==> src/common/uart_pkg.sv <==
`default_nettype none

package uart_pkg;

	// one serial character, 8N1
	typedef logic [7:0] byte_t;

	// bit phase, same encoding for receiver and transmitter
	typedef enum logic [1:0] {
		st_idle,
		st_start,
		st_data,
		st_stop
	} uart_state_e;

endpackage

`default_nettype wire

==> src/common/frame_pkg.sv <==
`default_nettype none

package frame_pkg;

	//////////////////////////////////////////////////////////////////////
	// frame layout
	//////////////////////////////////////////////////////////////////////

	localparam int magic_len = 4;

	localparam logic [31:0] setpoint_magic = 32'hD0D0D0D0;
	localparam logic [31:0] status_request_magic = 32'h1CE1CEBB;
	localparam logic [31:0] status_magic = 32'h1CEB00DA;

	// full lengths, magic and crc included
	localparam int setpoint_len = 11;
	localparam int status_request_len = 7;
	localparam int status_len = 21;

	typedef logic [15:0] crc_t;

	localparam crc_t crc_init = 16'hFFFF;
	// x^16 + x^15 + x^2 + 1
	localparam crc_t crc_poly = 16'h8005;

	// frame currently being collected
	typedef enum logic [1:0] {
		kind_none,
		kind_setpoint,
		kind_status_request
	} frame_kind_e;

	//////////////////////////////////////////////////////////////////////
	// crc16, one byte per call, msb first, no reflection
	//////////////////////////////////////////////////////////////////////

	function automatic crc_t crc16_byte(crc_t crc, logic [7:0] data);
		crc_t c;
		logic fb;
		c = crc;
		for (int i = 7; i >= 0; i--) begin
			fb = c[15] ^ data[i];
			c = {c[14:0], 1'b0};
			if (fb)
				c = c ^ crc_poly;
		end
		return c;
	endfunction

endpackage

`default_nettype wire

==> src/uart/uart_rx.sv <==
`timescale 1ns/1ps
`default_nettype none

module uart_rx #(
	parameter int clks_per_bit = 434
) (
	input logic CLK,
	input logic reset,
	input logic rx,
	output logic rx_valid,
	output uart_pkg::byte_t rx_data
);
	import uart_pkg::*;

	localparam int cnt_w = $clog2(clks_per_bit);
	localparam logic [cnt_w-1:0] last_cnt = cnt_w'(clks_per_bit - 1);
	localparam logic [cnt_w-1:0] half_cnt = cnt_w'(clks_per_bit / 2 - 1);

	logic rx_meta;
	logic rx_sync;
	uart_state_e state;
	logic [cnt_w-1:0] clk_cnt;
	logic [2:0] bit_idx;
	byte_t shreg;

	// line idles high
	always_ff @(posedge CLK or posedge reset) begin
		if (reset) begin
			rx_meta <= 1'b1;
			rx_sync <= 1'b1;
		end else begin
			rx_meta <= rx;
			rx_sync <= rx_meta;
		end
	end

	always_ff @(posedge CLK or posedge reset) begin
		if (reset) begin
			state <= st_idle;
			clk_cnt <= '0;
			bit_idx <= '0;
			rx_valid <= 1'b0;
		end else begin
			rx_valid <= 1'b0;
			case (state)
				st_idle: begin
					clk_cnt <= '0;
					if (!rx_sync)
						state <= st_start;
				end
				// glitch filter: start bit must still be low half a bit later
				st_start: begin
					if (clk_cnt == half_cnt) begin
						clk_cnt <= '0;
						bit_idx <= '0;
						state <= rx_sync ? st_idle : st_data;
					end else begin
						clk_cnt <= clk_cnt + 1'b1;
					end
				end
				st_data: begin
					if (clk_cnt == last_cnt) begin
						clk_cnt <= '0;
						bit_idx <= bit_idx + 3'd1;
						if (bit_idx == 3'd7)
							state <= st_stop;
					end else begin
						clk_cnt <= clk_cnt + 1'b1;
					end
				end
				st_stop: begin
					if (clk_cnt == last_cnt) begin
						clk_cnt <= '0;
						state <= st_idle;
						// framing error drops the byte
						rx_valid <= rx_sync;
					end else begin
						clk_cnt <= clk_cnt + 1'b1;
					end
				end
				default: state <= st_idle;
			endcase
		end
	end

	// lsb arrives first
	always_ff @(posedge CLK) begin
		if (state == st_data && clk_cnt == last_cnt)
			shreg <= {rx_sync, shreg[7:1]};
		if (state == st_stop && clk_cnt == last_cnt && rx_sync)
			rx_data <= shreg;
	end

endmodule

`default_nettype wire

==> src/uart/uart_tx.sv <==
`timescale 1ns/1ps
`default_nettype none

module uart_tx #(
	parameter int clks_per_bit = 434
) (
	input logic CLK,
	input logic reset,
	input logic start,
	input uart_pkg::byte_t data,
	output logic busy,
	output logic tx,
	output logic tx_enable
);
	import uart_pkg::*;

	localparam int cnt_w = $clog2(clks_per_bit);
	localparam logic [cnt_w-1:0] last_cnt = cnt_w'(clks_per_bit - 1);

	uart_state_e state;
	logic [cnt_w-1:0] clk_cnt;
	logic [2:0] bit_idx;
	byte_t shreg;

	assign busy = (state != st_idle);
	// transceiver driver on for the whole character
	assign tx_enable = busy;

	always_ff @(posedge CLK or posedge reset) begin
		if (reset) begin
			state <= st_idle;
			clk_cnt <= '0;
			bit_idx <= '0;
			tx <= 1'b1;
		end else begin
			case (state)
				st_idle: begin
					clk_cnt <= '0;
					bit_idx <= '0;
					if (start) begin
						state <= st_start;
						tx <= 1'b0;
					end
				end
				st_start: begin
					if (clk_cnt == last_cnt) begin
						clk_cnt <= '0;
						state <= st_data;
						tx <= shreg[0];
					end else begin
						clk_cnt <= clk_cnt + 1'b1;
					end
				end
				st_data: begin
					if (clk_cnt == last_cnt) begin
						clk_cnt <= '0;
						bit_idx <= bit_idx + 3'd1;
						if (bit_idx == 3'd7) begin
							state <= st_stop;
							tx <= 1'b1;
						end else begin
							// shreg shifts on this same edge
							tx <= shreg[1];
						end
					end else begin
						clk_cnt <= clk_cnt + 1'b1;
					end
				end
				st_stop: begin
					if (clk_cnt == last_cnt) begin
						clk_cnt <= '0;
						state <= st_idle;
					end else begin
						clk_cnt <= clk_cnt + 1'b1;
					end
				end
				default: state <= st_idle;
			endcase
		end
	end

	always_ff @(posedge CLK) begin
		if (state == st_idle && start)
			shreg <= data;
		else if (state == st_data && clk_cnt == last_cnt)
			shreg <= {1'b0, shreg[7:1]};
	end

	// the sender must wait for the previous character to finish
	a_start_when_idle: assert property (@(posedge CLK) disable iff (reset)
		start |-> !busy)
		else $error("uart_tx: start while busy");

endmodule

`default_nettype wire

==> src/verilog/frame_receiver.sv <==
`timescale 1ns/1ps
`default_nettype none

module frame_receiver (
	input logic CLK,
	input logic reset,
	input logic rx_valid,
	input uart_pkg::byte_t rx_data,
	output logic signed [31:0] setpoint,
	output logic status_request
);
	import frame_pkg::*;
	import uart_pkg::*;

	frame_kind_e kind;
	logic [4:0] count;
	logic [4:0] rem_len;
	crc_t crc;
	byte_t crc_hi;
	logic [31:0] window;
	logic [31:0] next_window;
	logic [31:0] sp_buf;
	logic in_body;
	logic at_crc_hi;
	logic at_last;

	assign next_window = {window[23:0], rx_data};

	// bytes still to come once the magic is seen
	always_comb begin
		if (kind == kind_setpoint)
			rem_len = 5'(setpoint_len - magic_len);
		else
			rem_len = 5'(status_request_len - magic_len);
	end

	assign in_body = (count < rem_len - 5'd2);
	assign at_crc_hi = (count == rem_len - 5'd2);
	assign at_last = (count == rem_len - 5'd1);

	//////////////////////////////////////////////////////////////////////
	// magic search and frame collection
	//////////////////////////////////////////////////////////////////////

	always_ff @(posedge CLK or posedge reset) begin
		if (reset) begin
			kind <= kind_none;
			count <= '0;
			crc <= crc_init;
			window <= '0;
			setpoint <= '0;
			status_request <= 1'b0;
		end else begin
			status_request <= 1'b0;
			if (rx_valid) begin
				window <= next_window;
				if (kind == kind_none) begin
					count <= '0;
					crc <= crc_init;
					if (next_window == setpoint_magic)
						kind <= kind_setpoint;
					else if (next_window == status_request_magic)
						kind <= kind_status_request;
				end else begin
					count <= count + 5'd1;
					if (in_body)
						crc <= crc16_byte(crc, rx_data);
					if (at_last) begin
						kind <= kind_none;
						// crc is sent high byte first
						if ({crc_hi, rx_data} == crc) begin
							if (kind == kind_setpoint)
								setpoint <= sp_buf;
							else
								status_request <= 1'b1;
						end
					end
				end
			end
		end
	end

	// last four body bytes are the setpoint, the id drops out the top
	always_ff @(posedge CLK) begin
		if (rx_valid && kind != kind_none) begin
			if (in_body)
				sp_buf <= {sp_buf[23:0], rx_data};
			if (at_crc_hi)
				crc_hi <= rx_data;
		end
	end

	a_count_in_frame: assert property (@(posedge CLK) disable iff (reset)
		(kind != kind_none) |-> (count < rem_len))
		else $error("frame_receiver: byte count past end of frame");

endmodule

`default_nettype wire

==> src/verilog/status_sender.sv <==
`timescale 1ns/1ps
`default_nettype none

module status_sender (
	input logic CLK,
	input logic reset,
	input logic status_request,
	input uart_pkg::byte_t id,
	input logic signed [31:0] position,
	input logic signed [31:0] velocity,
	input logic signed [31:0] displacement,
	input logic [15:0] current,
	input logic busy,
	output logic start,
	output uart_pkg::byte_t data
);
	import frame_pkg::*;

	// id, position, velocity, displacement, current
	localparam int body_bits = (status_len - magic_len - 2) * 8;

	logic sending;
	logic [4:0] idx;
	crc_t crc;
	logic [body_bits-1:0] body_q;
	logic in_body;

	assign in_body = (idx >= 5'(magic_len)) && (idx < 5'(status_len - 2));

	// reply byte for the current index
	always_comb begin
		if (idx < 5'(magic_len))
			data = status_magic[8 * (magic_len - 1 - idx[1:0]) +: 8];
		else if (in_body)
			data = body_q[body_bits-1 -: 8];
		else if (idx == 5'(status_len - 2))
			data = crc[15:8];
		else
			data = crc[7:0];
	end

	//////////////////////////////////////////////////////////////////////
	// byte sequencing
	//////////////////////////////////////////////////////////////////////

	always_ff @(posedge CLK or posedge reset) begin
		if (reset) begin
			sending <= 1'b0;
			idx <= '0;
			crc <= crc_init;
			start <= 1'b0;
		end else begin
			start <= 1'b0;
			if (!sending) begin
				// requests during a reply are dropped here
				if (status_request) begin
					sending <= 1'b1;
					idx <= '0;
					crc <= crc_init;
				end
			end else if (start) begin
				// transmitter has taken the byte
				idx <= idx + 5'd1;
				if (in_body)
					crc <= crc16_byte(crc, data);
			end else if (!busy) begin
				if (idx == 5'(status_len))
					sending <= 1'b0;
				else
					start <= 1'b1;
			end
		end
	end

	// telemetry frozen at request time, shifted out msb first
	always_ff @(posedge CLK) begin
		if (!sending && status_request)
			body_q <= {id, position, velocity, displacement, current};
		else if (start && in_body)
			body_q <= {body_q[body_bits-9:0], 8'h00};
	end

	a_index_in_reply: assert property (@(posedge CLK) disable iff (reset)
		start |-> (idx < 5'(status_len)))
		else $error("status_sender: start past end of reply");

endmodule

`default_nettype wire

==> src/verilog/motor_coms.sv <==
`timescale 1ns/1ps
`default_nettype none

module motor_coms #(
	parameter int clks_per_bit = 434
) (
	input logic CLK,
	input logic reset,
	input logic rx,
	output logic tx,
	output logic tx_enable,
	input uart_pkg::byte_t id,
	input logic signed [31:0] position,
	input logic signed [31:0] velocity,
	input logic signed [31:0] displacement,
	input logic [15:0] current,
	output logic signed [31:0] setpoint
);
	import uart_pkg::*;

	logic rx_valid;
	byte_t rx_data;
	logic status_request;
	logic tx_start;
	byte_t tx_data;
	logic tx_busy;

	//////////////////////////////////////////////////////////////////////
	// command path
	//////////////////////////////////////////////////////////////////////

	uart_rx #(
		.clks_per_bit(clks_per_bit)
	) rx0 (
		.CLK(CLK),
		.reset(reset),
		.rx(rx),
		.rx_valid(rx_valid),
		.rx_data(rx_data)
	);

	frame_receiver frame_rx0 (
		.CLK(CLK),
		.reset(reset),
		.rx_valid(rx_valid),
		.rx_data(rx_data),
		.setpoint(setpoint),
		.status_request(status_request)
	);

	//////////////////////////////////////////////////////////////////////
	// status reply path, rs-485 side
	//////////////////////////////////////////////////////////////////////

	status_sender sender0 (
		.CLK(CLK),
		.reset(reset),
		.status_request(status_request),
		.id(id),
		.position(position),
		.velocity(velocity),
		.displacement(displacement),
		.current(current),
		.busy(tx_busy),
		.start(tx_start),
		.data(tx_data)
	);

	uart_tx #(
		.clks_per_bit(clks_per_bit)
	) tx0 (
		.CLK(CLK),
		.reset(reset),
		.start(tx_start),
		.data(tx_data),
		.busy(tx_busy),
		.tx(tx),
		.tx_enable(tx_enable)
	);

endmodule

`default_nettype wire

==> config.mk <==
export PLATFORM = sky130hd
export DESIGN_NAME = motor_coms
export DESIGN_NICKNAME = d
export VERILOG_FILES = /design/src/common/uart_pkg.sv /design/src/common/frame_pkg.sv /design/src/uart/uart_rx.sv /design/src/uart/uart_tx.sv /design/src/verilog/frame_receiver.sv /design/src/verilog/status_sender.sv /design/src/verilog/motor_coms.sv
export SDC_FILE = /design/constraint.sdc
export NUM_CORES = 1
export LEC_CHECK = 0
export ABC_AREA = 0
export BUFFER_PORTS_ARGS = -buffer_cell sky130_fd_sc_hd__buf_4
export CAP_MARGIN = 10
export CORE_MARGIN = 8
export CORE_UTILIZATION = 50
export DETAILED_ROUTE_END_ITERATION = 12
export GPL_ROUTABILITY_DRIVEN = 0
export GPL_TIMING_DRIVEN = 0
export PLACE_DENSITY = 0.71
export SLEW_MARGIN = 20
export SYNTH_ARGS = -nofsm -noshare
export SYNTH_HDL_FRONTEND = slang
export SYNTH_HIERARCHICAL = 1
export SYNTH_SLANG_ARGS = --single-unit
==> constraint.sdc <==
create_clock -name CLK -period 7.1 [get_ports CLK]
set_clock_uncertainty 0.05 [all_clocks]
set_input_delay 1.065 -clock CLK [delete_from_list [all_inputs] [get_ports CLK]]
set_output_delay 1.065 -clock CLK [all_outputs]
set_load 0.005 [all_outputs]
# Word-level counts from Yosys, hierarchy flattened

Cells that the tools add are included.

Bits in registers: 319
Input port bits: 123
Output and inout bits: 34
Logic and storage cells: 265

Add/sub/neg operators: 9
Order comparisons: 4
Eq/ne operators: 32
Shift-type cells: 1
Mux-type cells: 123
Bitwise gates (word level): 33
Reductions and logical operators: 37

Operators with widths:

| operator                                                    | count |
|---|---|
| 2-to-1 mux 16 bit                                           | 64 |
| 2-to-1 mux 120 bit                                          | 2 |
| NOT 3 bit                                                   | 16 |
| 2-to-1 mux 8 bit                                            | 5 |
| indexed part select 32 x 33 -> 8 bit (first input constant) | 1 |
| == test 32 x 29 -> 1 bit (second input constant)            | 1 |
| == test 32 bit (second input constant)                      | 1 |
| 2-to-1 mux 2 bit                                            | 15 |
| 2-to-1 mux 9 bit                                            | 3 |
| case mux 9 bit (3 select lines)                             | 1 |
| 2-to-1 mux 5 bit                                            | 4 |
| 2-to-1 mux 1 bit                                            | 19 |
| adder 9 x 1 -> 9 bit (second input constant)                | 2 |
| == test 9 bit (second input constant)                       | 2 |
| inequality test 2 x 1 -> 1 bit (second input constant)      | 9 |
| case mux 9 bit (2 select lines)                             | 1 |
| nonzero test 2 bit                                          | 9 |
| == test 16 bit                                              | 1 |
| case mux 2 bit (4 select lines)                             | 2 |
| bitwise XOR 1 bit                                           | 16 |
| AND reduction 5 bit                                         | 3 |
| 2-to-1 mux 3 bit                                            | 4 |
| case mux 3 bit (2 select lines)                             | 2 |
| adder 5 x 1 -> 5 bit (second input constant)                | 2 |
| 27 further kinds                                            | 54 |

# Depth between registers and ports, before layout

Word-level depth: 44
Gate-level depth with buffers: 11
Mapped depth without buffers: 10

# By module

The synthesis kept the hierarchy.

By module, submodules not included:

| module         | instances | cells an instance | area an instance (um^2) | seq. area each (um^2) |
|---|---|---|---|---|
| status_sender  | 1         | 695               | 6796.5                  | 4199.0 |
| frame_receiver | 1         | 335               | 5051.1                  | 3223.1 |
| uart_rx        | 1         | 105               | 1412.6                  | 908.4 |
| uart_tx        | 1         | 106               | 1204.9                  | 616.8 |

# Worst setup path after synthesis

Ideal clock, no wire load.

Path kind: register -> register
From: reg sender0.sending
To: reg sender0.body_q[0], enable pin
Setup time: 1.055 ns
Data arrival time: 3.280 ns
Required time: 5.995 ns
Setup slack: 2.715 ns
Stages on the path, launching flop included: 6
Path buffers: 3
Period minus slack after synthesis: 4.385 ns
Path through: dfrtp_1 nand2b_1 clkbuf_1 clkbuf_1 buf_1 nand2_1

Cells in the longest elaborated chain, start to end: 3

RTL lines:

| element                             | line                | RTL |
|---|---|---|
| start: declaration                  | status_sender.sv:22 | `logic sending;` |
| start signal: assignment            | status_sender.sv:48 | `sending <= 1'b0;` |
| start signal: assignment            | status_sender.sv:57 | `sending <= 1'b1;` |
| start signal: assignment            | status_sender.sv:68 | `sending <= 1'b0;` |
| zero test 1 bit                     | n/a                 |  |
| logical AND 1 bit                   | status_sender.sv:77 | `if (!sending && status_request)` |
| nonzero test 2 bit (no source line) | n/a                 |  |
| end signal: assignment              | status_sender.sv:78 | `body_q <= {id, position, velocity, displacement, current};` |
| end signal: assignment              | status_sender.sv:80 | `body_q <= {body_q[body_bits-9:0], 8'h00};` |
| end: declaration                    | status_sender.sv:25 | `logic [body_bits-1:0] body_q;` |

No other way between the ends.
A chain may end at the register's enable or synchronous reset.

# Final worst setup path

From: reg sender0.idx[1]
To: reg sender0.crc[0]

Cells in the longest elaborated chain, start to end: 44
Elaborated cells on any way between the ends: 52
Those cells by class: 1 x add/sub; 3 x order compare; 2 x eq/ne; 1 x shift; 35 x mux; 8 x bitwise; 2 x reduce/logical

RTL lines:

| element                                                                            | line                | RTL |
|---|---|---|
| start: declaration                                                                 | status_sender.sv:23 | `logic [4:0] idx;` |
| start signal: assignment                                                           | status_sender.sv:63 | `idx <= idx + 5'd1;` |
| parallel branches: the longest is 44 deep, another holds subtractor 2 x 2 -> 3 bit | n/a                 |  |
| end signal: assignment                                                             | status_sender.sv:50 | `crc <= crc_init;` |
| end signal: assignment                                                             | status_sender.sv:59 | `crc <= crc_init;` |
| end signal: assignment                                                             | status_sender.sv:65 | `crc <= crc16_byte(crc, data);` |
| end: declaration                                                                   | status_sender.sv:24 | `crc_t crc;` |

Parallel ways; which one is timed is not known. The select of a mux whose other input is x is not followed.

==> impl_metrics.yaml <==
grt:
  overflow: 0
  grt_max_degree: 55
  grt_pass1_vias: 9879
  grt_usage_pct: 17.6
  antenna_found_initial: 0
  grt_first_pass_wirelength_um: 49600
power_and_ir_drop:
  p_per_area_nw_per_um2: 212
  leakage_nw: 7.01
  ir_worst_vdd_uv: 130
  intPower_mw: 2.95
  seqPwrFrac_pct: 53.2
  p_switching_mw: 0.712
  totalPowerFinal_mw: 3.67
  p_comb_share_pct: 1.9
  switching_share_pct: 19.4
  pwr-share-clk_pct: 44.9
timing:
  fmax_ghz: 0.318
  hold_violations: 0
  grt_setup_unrepaired: "false"
  drv_slew: 0
  setup_tns_ns: 0
  fin_crit_sh_pct: 44.3
  setup_violations: 0
  maxSlewHeadroom_pct: 40.8
  worstMarginPinSlew_ns: 0.887
  whs_ns: 0.305
  fin_crit_ns: 3.15
place:
  port_buffers: 156
  place_inst: 1784
  place_hpwl_um: 21700
drt:
  drtAntennaViolNets: 0
  drt_first_iter_violations: 437
  wl_met1_um: 13300
  wl_met3_um: 1820
  dr_total_vias: 9528
  detailroute.wirelength.met2_um: 14700
  viasPerCell: 5.16
  wl_per_cell_um: 16.4
  drt_first_pass_iters: 5
  drc: 0
  top_layer: "met4"
  wl_um: 30200
die:
  die_area_sq_um: 34600
  core_sq_um: 28600
  start_util_pct: 50.5
  rows: 62
  chipWidth_um: 186
  die_y_um: 186
  ios: 157
yosys:
  synth_nets: 1386
  synth_edf_count: 184
  ys.flop_type: "edfxtp_1"
  syn_inst: 1241
  syn_area_sq_um: 14500
  yosysTopAreaCell: "edfxtp_1"
  synth-seq-area-share_pct: 61.9
  synth.area.top_cells: "edfxtp_1, dfrtp_1, nand2_1"
  yosys_warnings: 6
  async_flop_share_pct: 42.3
  ys_ff_latch: 319
  synth_top_area_share_pct: 38.2
  synth_area_per_cell_sq_um: 11.7
  synth.distinct_cells: 82
worst_hold_path:
  holdPathStages: 0
  whs_endpoint: "rx0/rx_sync$_DFF_PP1_"
  hp-start: "rx0/rx_meta$_DFF_PP1_"
  hold_path_class: "reg2reg"
setup_path:
  worstSetupPathType: "reg2reg"
  worstPathMaxFanout: 9
  r2r_end: "sender0/crc[0]$_DFFE_PP1P_"
  endpoint_kind: "flop"
  start_kind: "flop"
  rr_worst_depth: 11
  critPathBufInv: 1
  crit_slowest_cell: "dfrtp_1"
  cpMostUsedCell: "xnor2_1"
  crit_required_ns: 7.47
  r2r_setup_slack_ns: 3.95
  arrival_ns: 3.52
  cpPeakStageDelay_ns: 0.54
  critical_path.top_delay_family: "XOR/XNOR gates"
  reg2reg_from: "sender0/idx[1]$_DFFE_PP0P_"
  crit_chain: "ha_1, nand4bb_1, buf_6, mux2i_1, o22ai_1, a21oi_2, xnor2_1, xnor2_2, xor3_2, xnor2_1, a21oi_1"
layout:
  layout.nets: 1581
  final_cells: 1845
  drive_gt1_share_pct: 22.9
  num_antenna_cells: 0
  final_cell_mix: "nand2_1, edfxtp_1, buf_4, dfrtp_1, nor2_1"
  fillCellCount: 2313
  area_delta_synth_final_pct: 19.3
  layout_commonest_cell: "nand2_1"
clocking:
  cts_tree: "yes"
  clockRootBuffer: "clkbuf_16"
  clk_pin_slew_ns: 0.06
  clk_latency_ns: 0.50
  hold_buffers: 0
  cts.sinks: 319
  cts_max_path_buffers: 3
  cts_setup_buffers: 0
  cts_resized: 0
  htreeDepth: 2
  numCtsBuffers: 34
outcome:
  status: "completed"
job:
  max_cap_violations: 0
[registers in the layout, indices dropped and copies added, names as in the netlist, 3 cells and up, named ones only]
register	cells
sender0/body_q	120
rx0/clk_cnt	9
tx0/bit_idx	3
frame_rx0/setpoint	32
frame_rx0/count	5
tx0/shreg	8
sender0/crc	16
sender0/idx	5
tx0/clk_cnt	9
frame_rx0/crc_hi	8
rx0/rx_data	8
frame_rx0/sp_buf	32
frame_rx0/window	24
rx0/shreg	8
rx0/bit_idx	3
frame_rx0/crc	16
[layout make-up]
class | count | area (sq um) | share of cell area (%)
plain buffers | 55 | 278 | 1.61
clock buffers | 45 | 933 | 5.41
clock inverters | 16 | 101 | 0.587
inverters | 28 | 109 | 0.631
multi-input cells | 839 | 5150 | 29.9
flip-flops and latches | 319 | 8950 | 51.9
well taps | 384 | 480 | 2.78
repair buffers | 159 | 1250 | 7.27
[cells in the mapped netlist (6+ instances only)]
cell,count
o21ai_0,28
or3_1,6
o22a_1,8
nor4_1,8
nor2b_1,6
dfrtp_1,100
clkbuf_1,35
inv_1,26
a21oi_1,34
and2_1,10
nand2_1,385
mux2_1,32
o31ai_1,7
nor2_1,45
nand3_1,14
buf_2,8
a22oi_1,6
xnor2_2,10
ha_1,22
xnor2_1,26
nand4_1,14
nor3_1,20
dfstp_2,35
edfxtp_1,184
mux2_2,33
xor2_1,29
[power groups by stage]
stage	registers, mW	clock network, mW	logic (mW)
6_report	1.95	1.65	0.0712
5_1_grt	1.95	1.75	0.0791
4_1_cts	1.95	1.69	0.0733
3_5_place_dp	1.98	0	0.0731
3_3_place_gp	1.98	0	0.0705
2_1_floorplan	1.98	0	0.0120
[metal layers]
layer / GRT usage [%] / up-vias
met5: 0 / -
met3: 3.59 / 39
met1: 23.2 / 4572
met2: 29.8 / 215
li1: - / 4702
met4: 3.81 / 0
[through the flow]
step / util (%) / setup slack [ns] / area [sq um]
CTS: 60.2 / 4.01 / 17200
detailed placement: 56.6 / 4.05 / 16200
global route: 60.3 / 3.81 / 17300
floorplan: - / 2.71 / 14500
global placement: 56.3 / 1.06 / 16100
finish: 60.3 / 3.95 / 17300
[kinds of logic (layout without fill, tap and decap cells)]
family,count (synthesis),count (layout),share of synthesized area (%)
buf+inv,83,303,2.65
fa+ha+maj,22,22,1.90
flops,319,319,61.9
simple gates,555,555,17.4
xor+xnor,69,69,5.10
compound gates,123,123,5.73
mux,70,70,5.41
[worst max path at each step]
stage | cells after the start | to | from | slack (ns)
2_1_floorplan | 5 | sender0/body_q[0]$_SDFFCE_PN0P_ | sender0/sending$_DFF_PP0_ | 2.71
3_3_place_gp | 5 | sender0/body_q[3]$_SDFFCE_PN0P_ | sender0/sending$_DFF_PP0_ | 1.06
3_5_place_dp | 11 | sender0/crc[0]$_DFFE_PP1P_ | sender0/idx[1]$_DFFE_PP0P_ | 4.05
4_1_cts | 11 | sender0/crc[0]$_DFFE_PP1P_ | sender0/idx[1]$_DFFE_PP0P_ | 4.01
5_1_grt | 11 | sender0/crc[1]$_DFFE_PP1P_ | sender0/idx[1]$_DFFE_PP0P_ | 3.81
6_report | 11 | sender0/crc[0]$_DFFE_PP1P_ | sender0/idx[1]$_DFFE_PP0P_ | 3.95
Power figures use the tool's default switching activity.
